$ cat src/RiscvPkg.sv
package RiscvPkg;

    // --------------------
    // Widths
    // --------------------
    localparam int DataWidth    = 32;  // XLEN for RV32I
    localparam int RegAddrWidth = 5;   // x0 to x31
    localparam int OpCodeWidth  = 7;
    localparam int RegCount     = 32;  // Architectural registers

    typedef logic [DataWidth-1:0]    DataWord;   // Register or operand value
    typedef logic [DataWidth-1:0]    PcWord;     // Instruction address
    typedef logic [DataWidth-1:0]    InstWord;   // Raw instruction
    typedef logic [RegAddrWidth-1:0] RegAddr;    // Register index
    typedef logic [OpCodeWidth-1:0]  OpCode;     // Major opcode, bits 6:0
    typedef logic [1:0]              PcNextSel;  // Next PC source
    typedef logic [1:0]              WbSel;      // Write-back source

    // --------------------
    // Major opcodes
    // --------------------
    localparam OpCode OpLui    = 7'b0110111;
    localparam OpCode OpAuipc  = 7'b0010111;
    localparam OpCode OpJal    = 7'b1101111;
    localparam OpCode OpJalr   = 7'b1100111;
    localparam OpCode OpBranch = 7'b1100011;
    localparam OpCode OpLoad   = 7'b0000011;
    localparam OpCode OpStore  = 7'b0100011;
    localparam OpCode OpImm    = 7'b0010011;  // Register-immediate arithmetic
    localparam OpCode OpReg    = 7'b0110011;  // Register-register arithmetic

    // Next PC selector values
    localparam PcNextSel PcSelSeq = 2'd0;  // PC+4
    localparam PcNextSel PcSelRel = 2'd1;  // PC+imm, branches and JAL
    localparam PcNextSel PcSelReg = 2'd2;  // rs1+imm with bit 0 cleared, JALR

    // Write-back selector values
    localparam WbSel WbSelAlu  = 2'd0;
    localparam WbSel WbSelMem  = 2'd1;  // Load data
    localparam WbSel WbSelLink = 2'd2;  // Return address PC+4

    // --------------------
    // ALU operations
    // --------------------
    typedef enum logic [3:0] {
        AluAdd,
        AluSub,
        AluSll,
        AluSlt,
        AluSltu,
        AluXor,
        AluSrl,
        AluSra,
        AluOr,
        AluAnd,
        AluCopyB   // Pass operand B through, LUI
    } AluOp;

endpackage

$ cat src/ControlIf.sv
`timescale 1ns/1ps

// Control set for execute, memory and write-back
interface ControlIf import RiscvPkg::*; ();

    AluOp     aluOp;
    logic     regWrEnable;
    logic     memWrEnable;
    WbSel     wbSel;
    logic     operandASel;  // 1 takes the PC into ALU input A, AUIPC
    logic     operandBSel;  // 1 replaces rs2 by the immediate
    PcNextSel pcNextSel;

    modport src (
        output aluOp, regWrEnable, memWrEnable, wbSel,
        output operandASel, operandBSel, pcNextSel
    );

    modport sink (
        input aluOp, regWrEnable, memWrEnable, wbSel,
        input operandASel, operandBSel, pcNextSel
    );

endinterface

$ cat src/DecodeFieldsIf.sv
`timescale 1ns/1ps

// Instruction fields from the decoder, plain levels while i_Inst is stable
interface DecodeFieldsIf import RiscvPkg::*; ();

    OpCode      op;
    RegAddr     rs1;
    RegAddr     rs2;
    RegAddr     rd;
    logic [2:0] funct3;
    logic [6:0] funct7;
    DataWord    imm;     // Sign-extended for the opcode's format

    modport src   (output op, rs1, rs2, rd, funct3, funct7, imm);
    modport ctrl  (input op, funct3, funct7);
    modport stage (input rs1, rs2, rd, imm);  // Register reads and operand B

endinterface

$ cat src/Controller.sv
`timescale 1ns/1ps

module Controller import RiscvPkg::*; (
    DecodeFieldsIf.ctrl fields,
    input  logic        i_IsEq,   // rs1 == rs2
    input  logic        i_IsLt,   // rs1 < rs2, signed
    input  logic        i_IsLtu,  // rs1 < rs2, unsigned
    ControlIf.src       ctrl
);

    AluOp arithOp;    // ALU op for the arithmetic groups
    logic branchHit;  // Branch condition from funct3

    // --------------------
    // Arithmetic op select
    // --------------------
    always_comb begin
        case (fields.funct3)
            // ADDI has no funct7, only register form can subtract
            3'b000:  arithOp = (fields.op == OpReg && fields.funct7[5]) ? AluSub : AluAdd;
            3'b001:  arithOp = AluSll;
            3'b010:  arithOp = AluSlt;
            3'b011:  arithOp = AluSltu;
            3'b100:  arithOp = AluXor;
            3'b101:  arithOp = fields.funct7[5] ? AluSra : AluSrl;  // SRA and SRAI alike
            3'b110:  arithOp = AluOr;
            default: arithOp = AluAnd;
        endcase
    end

    // Branch condition
    always_comb begin
        case (fields.funct3)
            3'b000:  branchHit = i_IsEq;    // BEQ
            3'b001:  branchHit = !i_IsEq;   // BNE
            3'b100:  branchHit = i_IsLt;    // BLT
            3'b101:  branchHit = !i_IsLt;   // BGE
            3'b110:  branchHit = i_IsLtu;   // BLTU
            3'b111:  branchHit = !i_IsLtu;  // BGEU
            default: branchHit = 1'b0;      // Reserved encodings never taken
        endcase
    end

    // --------------------
    // Control set
    // --------------------
    always_comb begin
        // Bubble unless an opcode below overrides
        ctrl.aluOp       = AluAdd;
        ctrl.regWrEnable = 1'b0;
        ctrl.memWrEnable = 1'b0;
        ctrl.wbSel       = WbSelAlu;
        ctrl.operandASel = 1'b0;
        ctrl.operandBSel = 1'b0;
        ctrl.pcNextSel   = PcSelSeq;

        case (fields.op)
            OpReg: begin
                ctrl.aluOp       = arithOp;
                ctrl.regWrEnable = 1'b1;
            end
            OpImm: begin
                ctrl.aluOp       = arithOp;
                ctrl.regWrEnable = 1'b1;
                ctrl.operandBSel = 1'b1;
            end
            OpLoad: begin
                ctrl.regWrEnable = 1'b1;  // Address is rs1+imm
                ctrl.wbSel       = WbSelMem;
                ctrl.operandBSel = 1'b1;
            end
            OpStore: begin
                ctrl.memWrEnable = 1'b1;
                ctrl.operandBSel = 1'b1;
            end
            OpBranch: begin
                ctrl.aluOp     = AluSub;
                ctrl.pcNextSel = branchHit ? PcSelRel : PcSelSeq;
            end
            OpJal: begin
                ctrl.regWrEnable = 1'b1;
                ctrl.wbSel       = WbSelLink;  // rd gets PC+4
                ctrl.pcNextSel   = PcSelRel;
            end
            OpJalr: begin
                ctrl.regWrEnable = 1'b1;
                ctrl.wbSel       = WbSelLink;
                ctrl.operandBSel = 1'b1;
                ctrl.pcNextSel   = PcSelReg;
            end
            OpLui: begin
                ctrl.aluOp       = AluCopyB;  // rd = U immediate
                ctrl.regWrEnable = 1'b1;
                ctrl.operandBSel = 1'b1;
            end
            OpAuipc: begin
                ctrl.regWrEnable = 1'b1;
                ctrl.operandASel = 1'b1;  // PC + U immediate
                ctrl.operandBSel = 1'b1;
            end
            default: ;  // Bubble
        endcase
    end

endmodule

$ cat src/InstDecoder.sv
`timescale 1ns/1ps

module InstDecoder import RiscvPkg::*; (
    input  InstWord         i_Inst,  // Instruction from fetch
    DecodeFieldsIf.src      fields
);

    // --------------------
    // Fixed-position fields
    // --------------------
    assign fields.op     = i_Inst[6:0];
    assign fields.rd     = i_Inst[11:7];
    assign fields.funct3 = i_Inst[14:12];
    assign fields.rs1    = i_Inst[19:15];
    assign fields.rs2    = i_Inst[24:20];
    assign fields.funct7 = i_Inst[31:25];

    // --------------------
    // Immediate per format
    // --------------------
    always_comb begin
        case (i_Inst[6:0])
            // I format, shift amounts sit in the low five bits
            OpImm, OpLoad, OpJalr: begin
                fields.imm = {{20{i_Inst[31]}}, i_Inst[31:20]};
            end
            OpStore: begin  // S format, split across two fields
                fields.imm = {{20{i_Inst[31]}}, i_Inst[31:25], i_Inst[11:7]};
            end
            OpBranch: begin
                // B format, halfword offset
                fields.imm = {{19{i_Inst[31]}}, i_Inst[31], i_Inst[7],
                              i_Inst[30:25], i_Inst[11:8], 1'b0};
            end
            OpLui, OpAuipc: begin
                fields.imm = {i_Inst[31:12], 12'b0};  // U format, upper 20 bits
            end
            OpJal: begin
                // J format, 21-bit offset
                fields.imm = {{11{i_Inst[31]}}, i_Inst[31], i_Inst[19:12],
                              i_Inst[20], i_Inst[30:21], 1'b0};
            end
            default: begin
                fields.imm = '0;  // No immediate for unknown opcodes
            end
        endcase
    end

endmodule

$ cat src/RegisterFile.sv
`timescale 1ns/1ps

module RegisterFile import RiscvPkg::*; (
    input  logic    i_Clock,
    input  logic    i_rst,
    input  logic    i_WrEnable,  // Write strobe from write-back
    input  RegAddr  i_WrAddr,
    input  DataWord i_WrData,
    input  RegAddr  i_RdAddrA,   // rs1
    input  RegAddr  i_RdAddrB,   // rs2
    output DataWord o_RdDataA,
    output DataWord o_RdDataB
);

    DataWord regs [RegCount];

    // --------------------
    // Write port
    // --------------------
    always_ff @(posedge i_Clock) begin
        if (i_rst) begin
            for (int i = 0; i < RegCount; i++) begin
                regs[i] <= '0;
            end
        end else if (i_WrEnable && i_WrAddr != '0) begin  // x0 writes dropped
            regs[i_WrAddr] <= i_WrData;
        end
    end

    // Asynchronous reads see new data only after the write edge
    // x0 keeps its reset zero because its writes are dropped
    assign o_RdDataA = regs[i_RdAddrA];
    assign o_RdDataB = regs[i_RdAddrB];

    // --------------------
    // Checks
    // --------------------
    // Index 0 reads zero on both ports
    assert property (@(posedge i_Clock) disable iff (i_rst)
        (i_RdAddrA != '0 || o_RdDataA == '0) && (i_RdAddrB != '0 || o_RdDataB == '0));

    // Write-back must present a known target
    assert property (@(posedge i_Clock) disable iff (i_rst)
        i_WrEnable |-> !$isunknown(i_WrAddr));

endmodule

$ cat src/StageID.sv
`timescale 1ns/1ps

module StageID import RiscvPkg::*; (
    input  logic    i_Clock,
    input  logic    i_rst,

    // From fetch
    input  InstWord i_Inst,
    input  PcWord   i_PC,           // Address of i_Inst

    // Write-back from later stages
    input  RegAddr  i_RegWrAddr,
    input  DataWord i_RegWrData,
    input  logic    i_RegWrEnable,

    // To execute
    output OpCode   o_InstOP,
    output DataWord o_DataA,        // rs1
    output DataWord o_DataB,        // rs2 or immediate
    output DataWord o_MemWrData,    // Raw rs2 for stores
    output RegAddr  o_RegWrAddr,    // rd
    output logic    o_RegWrEnable,
    output logic    o_MemWrEnable,
    output WbSel    o_RegWrDataSel,
    output AluOp    o_AluControl,
    output logic    o_OperandASel,
    output PcWord   o_PCNext
);

    DecodeFieldsIf fieldsBus ();
    ControlIf      ctrlBus ();

    DataWord regDataA;
    DataWord regDataB;
    logic    isEq;
    logic    isLt;
    logic    isLtu;

    InstDecoder decoder (
        .i_Inst (i_Inst),
        .fields (fieldsBus.src)
    );

    Controller controller (
        .fields  (fieldsBus.ctrl),
        .i_IsEq  (isEq),
        .i_IsLt  (isLt),
        .i_IsLtu (isLtu),
        .ctrl    (ctrlBus.src)
    );

    // Write enable comes from write-back, not from this instruction
    RegisterFile regFile (
        .i_Clock    (i_Clock),
        .i_rst      (i_rst),
        .i_WrEnable (i_RegWrEnable),
        .i_WrAddr   (i_RegWrAddr),
        .i_WrData   (i_RegWrData),
        .i_RdAddrA  (fieldsBus.rs1),
        .i_RdAddrB  (fieldsBus.rs2),
        .o_RdDataA  (regDataA),
        .o_RdDataB  (regDataB)
    );

    // --------------------
    // Branch comparator
    // --------------------
    assign isEq  = (regDataA == regDataB);
    assign isLt  = ($signed(regDataA) < $signed(regDataB));
    assign isLtu = (regDataA < regDataB);

    // Next PC
    always_comb begin
        case (ctrlBus.pcNextSel)
            PcSelRel: o_PCNext = i_PC + fieldsBus.imm;
            PcSelReg: o_PCNext = (regDataA + fieldsBus.imm) & ~PcWord'(1);  // JALR target
            default:  o_PCNext = i_PC + PcWord'(4);
        endcase
    end

    assign o_DataB        = ctrlBus.operandBSel ? fieldsBus.imm : regDataB;
    assign o_DataA        = regDataA;
    assign o_MemWrData    = regDataB;
    assign o_InstOP       = fieldsBus.op;
    assign o_RegWrAddr    = fieldsBus.rd;
    assign o_RegWrEnable  = ctrlBus.regWrEnable;
    assign o_MemWrEnable  = ctrlBus.memWrEnable;
    assign o_RegWrDataSel = ctrlBus.wbSel;
    assign o_AluControl   = ctrlBus.aluOp;
    assign o_OperandASel  = ctrlBus.operandASel;

    // Selector encoding 3 is unused by the controller
    assert property (@(posedge i_Clock) disable iff (i_rst)
        ctrlBus.pcNextSel != 2'd3 && ctrlBus.wbSel != 2'd3);

endmodule

$ cat config.mk
export PLATFORM = sky130hd
export DESIGN_NAME = StageID
export DESIGN_NICKNAME = d
export VERILOG_FILES = /design/src/RiscvPkg.sv /design/src/ControlIf.sv /design/src/DecodeFieldsIf.sv /design/src/Controller.sv /design/src/InstDecoder.sv /design/src/RegisterFile.sv /design/src/StageID.sv
export SDC_FILE = /design/constraint.sdc
export NUM_CORES = 2
export LEC_CHECK = 0
export BUFFER_PORTS_ARGS = -buffer_cell sky130_fd_sc_hd__buf_2
export CAP_MARGIN = 10
export CELL_PAD_IN_SITES_DETAIL_PLACEMENT = 1
export CELL_PAD_IN_SITES_GLOBAL_PLACEMENT = 2
export CORE_MARGIN = 5
export CORE_UTILIZATION = 46
export CTS_CLUSTER_DIAMETER = 50
export DETAILED_ROUTE_END_ITERATION = 7
export HOLD_SLACK_MARGIN = 0.15
export PLACE_DENSITY_LB_ADDON = 0.1
export SLEW_MARGIN = 25
export SYNTH_ARGS = -nofsm -noshare
export SYNTH_HDL_FRONTEND = slang
export SYNTH_SLANG_ARGS = --single-unit
$ cat constraint.sdc
create_clock -name i_Clock -period 8.5 [get_ports i_Clock]
set_input_delay 0.425 -clock i_Clock [delete_from_list [all_inputs] [get_ports i_Clock]]
set_output_delay 0.425 -clock i_Clock [all_outputs]
set_load 0.1 [all_outputs]
# Yosys cells after proc, flatten, opt, wreduce, memory -nomap -nowiden

Memory sizes are Yosys's and may differ from the RTL's.
Cells that the tools add are included.

Bits of input ports: 104
RAM bits: 1,024
Register bits: 0
Word-level logic and storage cells: 62
Memories: 1

Add/subtract/negate cells: 3
Order comparisons: 2
Equality and inequality tests: 19
Reduce and logical (&&, ||, !) cells: 14
Muxes and demuxes: 23

Memory list:

| memory       | words | bits a word | read ports | clocked after Yosys merged registers in | write ports | line               | source |
|---|---|---|---|---|---|---|---|
| regFile.regs | 32    | 32          | 2          | 0                                       | 32          | RegisterFile.sv:15 | `DataWord regs [RegCount];` |

Operators by type and width:

| cell                                                            | number |
|---|---|
| 32-bit one-hot mux with 5 select lines                          | 1 |
| 32-bit adder                                                    | 2 |
| 32-bit less-than comparator                                     | 2 |
| 32-bit 2-to-1 mux                                               | 2 |
| 32-bit one-hot mux with 2 select lines                          | 1 |
| 32-bit by 3-bit adder with 32-bit output, second input constant | 1 |
| 32-bit == test                                                  | 1 |
| 32-bit OR reduction                                             | 1 |
| 4-bit one-hot mux with 7 select lines                           | 1 |
| 7-bit by 6-bit == test with 1-bit output, second input constant | 3 |
| 7-bit == test, second input constant                            | 3 |
| 7-bit by 5-bit == test with 1-bit output, second input constant | 2 |
| 1-bit 2-to-1 mux                                                | 13 |
| 3-bit == test, second input constant                            | 4 |
| 4-bit one-hot mux with 3 select lines                           | 1 |
| 7-bit by 2-bit == test with 1-bit output, second input constant | 1 |
| 7-bit OR reduction                                              | 1 |
| 3-bit by 2-bit == test with 1-bit output, second input constant | 2 |
| 1-bit one-hot mux with 6 select lines                           | 1 |
| 2-bit one-hot mux with 3 select lines                           | 1 |
| 2-bit OR reduction                                              | 3 |
| 6-bit OR reduction                                              | 1 |
| 5-bit 2-to-1 mux                                                | 1 |
| 5-bit nonzero test                                              | 1 |
| other kinds (8)                                                 | 11 |

# Logic depth before layout (Yosys ltp)

An unclocked memory read counts as a cell.

Depth in word-level cells: 8
Mapped depth: 25
Depth with buffers taken out: 22

# Modules after synthesis

A second synthesis with hierarchy kept.

Cells, all modules: 5,580
Area, all modules: 62,467.4 um^2

Modules (own cells, without submodules):

| module       | cells each | area each (um^2) | sequential area each (um^2) | instances |
|---|---|---|---|---|
| RegisterFile | 4,605      | 55,888.6         | 30,749.5                    | 1 |
| StageID      | 814        | 5,476.5          | 0.0                         | 1 |
| InstDecoder  | 111        | 787.0            | 0.0                         | 1 |
| Controller   | 50         | 315.3            | 0.0                         | 1 |

# Worst setup path before layout

OpenSTA, ideal clock, no wires.

Path kind: input-to-output
From: input port i_Inst[15]
To: output port o_PCNext[1]
Setup slack: -67 ps
Stages: 21
Arrival: 8,142 ps
Path through: buf_2 > buf_2 > clkbuf_1 > buf_1 > mux4_2 > mux4_2 > mux2_2 > ha_1 > nand4_1 > or2_2 > nor3_1 > a21oi_1 > or4b_2 > o21ai_0 > nor2_1 > xor2_1 > o31ai_1 > ha_1 > buf_1 > clkbuf_1 > o21ai_0

Word-level cells in the longest chain between the ends: 8
Elaborated cells between the ends (all ways): 14

Ends and longest elaborated chain:

| element                                                                          | line                                                 | source |
|---|---|---|
| from (decl)                                                                      | StageID.sv:8                                         | `input InstWord i_Inst,` |
| memory read 32 x 32 bit (*)                                                      | -                                                    |  |
| named net o_DataA[30]                                                            | StageID.sv:18                                        | `output DataWord o_DataA,` |
| 32-bit less-than comparator (tied with other cells)                              | StageID.sv:70                                        | `assign isLtu = (regDataA < regDataB);` |
| 1-bit zero test, on equally long branches                                        | Controller.sv:39, Controller.sv:35, Controller.sv:37 |  |
| 1-bit one-hot mux with 6 select lines (*)                                        | Controller.sv:33                                     | `case (fields.funct3)` |
| 1-bit 2-to-1 mux (*)                                                             | Controller.sv:78                                     | `ctrl.pcNextSel = branchHit ? PcSelRel : PcSelSeq;` |
| 2-bit one-hot mux with 3 select lines (*)                                        | Controller.sv:57                                     | `case (fields.op)` |
| 2-bit == test / 2-bit by 1-bit == test with 1-bit output (equally long branches) | StageID.sv:74                                        | `case (ctrlBus.pcNextSel)` |
| 32-bit one-hot mux with 2 select lines (*)                                       | StageID.sv:74                                        |  |
| to (decl)                                                                        | StageID.sv:27                                        | `output PcWord o_PCNext` |

Mark *: on every way through the listed nets, which the timed path passes. The rest lies on a longest branch.

# Final worst setup path

From: input port i_Inst[20]
To: output port o_PCNext[3]

Word-level cells in the longest chain between the ends: 8
Elaborated cells between the ends (all ways): 16

Ends and longest elaborated chain:

| element                                                                          | line |
|---|---|
| memory read 32 x 32 bit                                                          | - |
| 32-bit less-than comparator (tied with other cells)                              | StageID.sv:70 |
| 1-bit zero test, on equally long branches                                        | Controller.sv:39, Controller.sv:35, Controller.sv:37 |
| 1-bit one-hot mux with 6 select lines                                            | Controller.sv:33 |
| 1-bit 2-to-1 mux                                                                 | Controller.sv:78 |
| 2-bit one-hot mux with 3 select lines                                            | Controller.sv:57 |
| 2-bit == test / 2-bit by 1-bit == test with 1-bit output (equally long branches) | StageID.sv:74 |
| 32-bit one-hot mux with 2 select lines (*)                                       | StageID.sv:74 |

Every way passes the cells marked *; elsewhere a longest branch is shown, timed or not.

==> run metrics <==
I/O Buffers=252; Setup Viol. Count Final=0; register area share after synthesis=51.27%; max-slew violations=0; number of DRC markers in iteration 0=5854; critical path type=primary input to primary output; area delta synth->final=13.51%; max reg flops=1024; Routed wire per std cell=38.09 um; switching share of power=30.83%; Post-synth EDFFs=1024; clk buf depth=3; Synth Area per Inst=14.83 um^2; Die Wd=371.1 um; Final ANT Viol Nets=0; Setup TNS Final=0 ns; via count=40400; maximum clock frequency=125.3 MHz; num rows=132; Synth Flop Type=edfxtp_1; worst slew pin tran=1.136 ns; register bit total from synthesis=1024; period utilization=93.91%; maxcap violations=0; Hold Path Cell Cnt=2; Top Registers=regFile.regs x1024; Synth Warn #=0; Initial Utilization=46.32%; Cell variety after synth=81; IO Pins=253; Hold WS=0.2450 ns; CP Capture Type=primary output; unrepaired setup endpoints after global routing=false; critical path startpoint category=primary input; Core Area=129500 um^2; crit-path max FO=66; most numerous cell in the Yosys netlist=edfxtp_1; clk root buf=clkbuf_16; first-pass GRT wire length=320600 um; GRT Total Usage=33.51%; detailed-router iteration count before antenna repair=5; cell area power density=211.6 nW/um^2; Hold Crit Endpoint=regFile.regs[12][23]; Final nets=4410; clock slew at reported path FFs=0.06 ns; CP arrival=7.56 ns; Yosys top cell area share=51.27%; mapped cell area=59980 um^2; final hold vios=0; commonest cells in the netlist=1024 x edfxtp_1, 1004 x and2_1, 630 x mux4_2; largest area contributor in the netlist=edfxtp_1; Comb pwr share=20.2%; routability cong.=0.8895; status=finished, final reports clean; Cell Int Power=9.966 mW; FFs w/ async S/R, synth=0%; Pleak=24.36 nW; switching power=4.443 mW; Clock Sinks=1024; Worst VDD drop=206.0 uV; Setup Fix Bufs, Post-CTS=0; Top reg by flops=regFile.regs; total CTS buffers=132; Vias/cell=6.663; DRC violations left=0; Final Worst Setup Slack=0.5173 ns; CTS-repair resized insts=0; CTS tree=done; HP Class=primary input to register; Hold Startpoint=i_RegWrData[23]; Remaining Overflow, GRT=0; antenna violations before repair=29; largest net degree at the start of global routing=114; wirelength, routed=231000 um; DP Wirelength=141700 um; Gate Count Post-Synth=4043; hold-fix buffers at CTS=0; Die ar.=137700 um^2; vias in the first global route=41710; H-tree levels=4; top cells by area, synth=edfxtp_1 51%, mux4_2 24%, and2_1 10%; number of fill cells=12400; worst relative slew slack=23.44%; minimum clock period after layout=7.983 ns; pre-CTS setup slack=0.4646 ns; clock share of power=38.3%; fraction of final layout cells sized beyond drive strength 1=31.94%; Critical Path RT=8.08 ns; Flop pwr share=41.5%; die height=371.1 um
-- layer usage --
layer / track usage (%) / vias up / wire length, um
met5: 0 / - / 13
met4: 12.05 / 2 / 9033
met3: 7.117 / 411 / 25330
met2: 52.81 / 2571 / 106900
met1: 46.41 / 21440 / 89710
li1: - / 15980 / -
-- layout make-up --
class	instances	area, um^2	share of cell area (%)
timing repair buffer	385	2795	4.106
antenna	11	27.53	0.04043
sequential	1024	30750	45.17
clock buffer	159	3447	5.063
multi-input combinational	2611	27860	40.93
inverter	54	202.7	0.2977
clock inverter	78	815.8	1.198
tap	1742	2180	3.201
-- power by group through the flow --
stage	sequential, mW	clock [mW]	combinational, mW
3_5_place_dp	6.08	0	2.88
2_1_floorplan	6.01	0	2.01
6_report	5.99	5.52	2.91
5_1_grt	6.01	5.79	3.01
4_1_cts	5.98	5.57	2.89
3_3_place_gp	6.06	0	2.87
-- cells in the final DEF, fill, tap and decap left out, types with 45 or more instances in the layout --
master        n
a21o_1       63
a21oi_1      80
and2_1     1004
buf_2       226
buf_4       119
clkbuf_16   134
edfxtp_1   1024
ha_1         95
inv_1        54
mux2_2       81
mux4_2      630
nand2_1      88
o21ai_0      51
xnor2_1      45
-- worst max-delay path by stage --
stage	startpoint	endpoint	slack (ns)	cells after the start
floorplan	i_Inst[15]	o_PCNext[13]	0.01	21
global placement	i_Inst[20]	o_PCNext[3]	0.47	21
detailed placement	i_Inst[20]	o_PCNext[3]	0.46	21
CTS	i_Inst[20]	o_PCNext[3]	0.47	21
global route	i_Inst[20]	o_PCNext[3]	0.28	22
finish	i_Inst[20]	o_PCNext[3]	0.52	21
-- worst max-delay path: stages --
cell      delay (ns)
buf_8           0.56
buf_12          0.34
buf_12          0.34
mux4_2          0.55
mux4_2          0.50
mux2i_1         0.32
buf_4           0.22
ha_1            0.25
a21o_1          0.18
a21o_1          0.17
a21oi_1         0.23
o221ai_1        0.23
a211oi_1        0.30
nor2_1          0.11
xor2_1          0.16
o31ai_1         0.23
ha_2            0.56
o21ai_0         0.57
o22ai_1         0.68
mux2_2          0.31
buf_12          0.18
-- cells by family (layout without fill, tap and decap cells) --
kind of cell / after synthesis / in the layout / share of synthesized area [%]
and+or+nand+nor: 1341 / 1341 / 13.31
DFF: 1024 / 1024 / 51.27
other: 1 / 43 / 0.006252
muxes: 736 / 736 / 25.60
adders and majority gates: 98 / 98 / 2.069
buffers and inverters: 439 / 676 / 2.887
xor gates and xnor gates: 80 / 80 / 1.168
AOI/OAI and AO/OA: 324 / 324 / 3.686
-- stage by stage --
step / power [mW] / utilization (%) / instance area (um^2) / std cells
2_1_floorplan: 8.020 / - / 60100 / 4074
3_3_place_gp: 8.926 / 49.24 / 63760 / 5815
3_5_place_dp: 8.965 / 49.24 / 63760 / 5815
4_1_cts: 14.45 / 52.54 / 68030 / 6052
5_1_grt: 14.81 / 52.56 / 68060 / 6055
6_report: 14.41 / 52.58 / 68080 / 6064
Power figures use the tool's default switching activity.
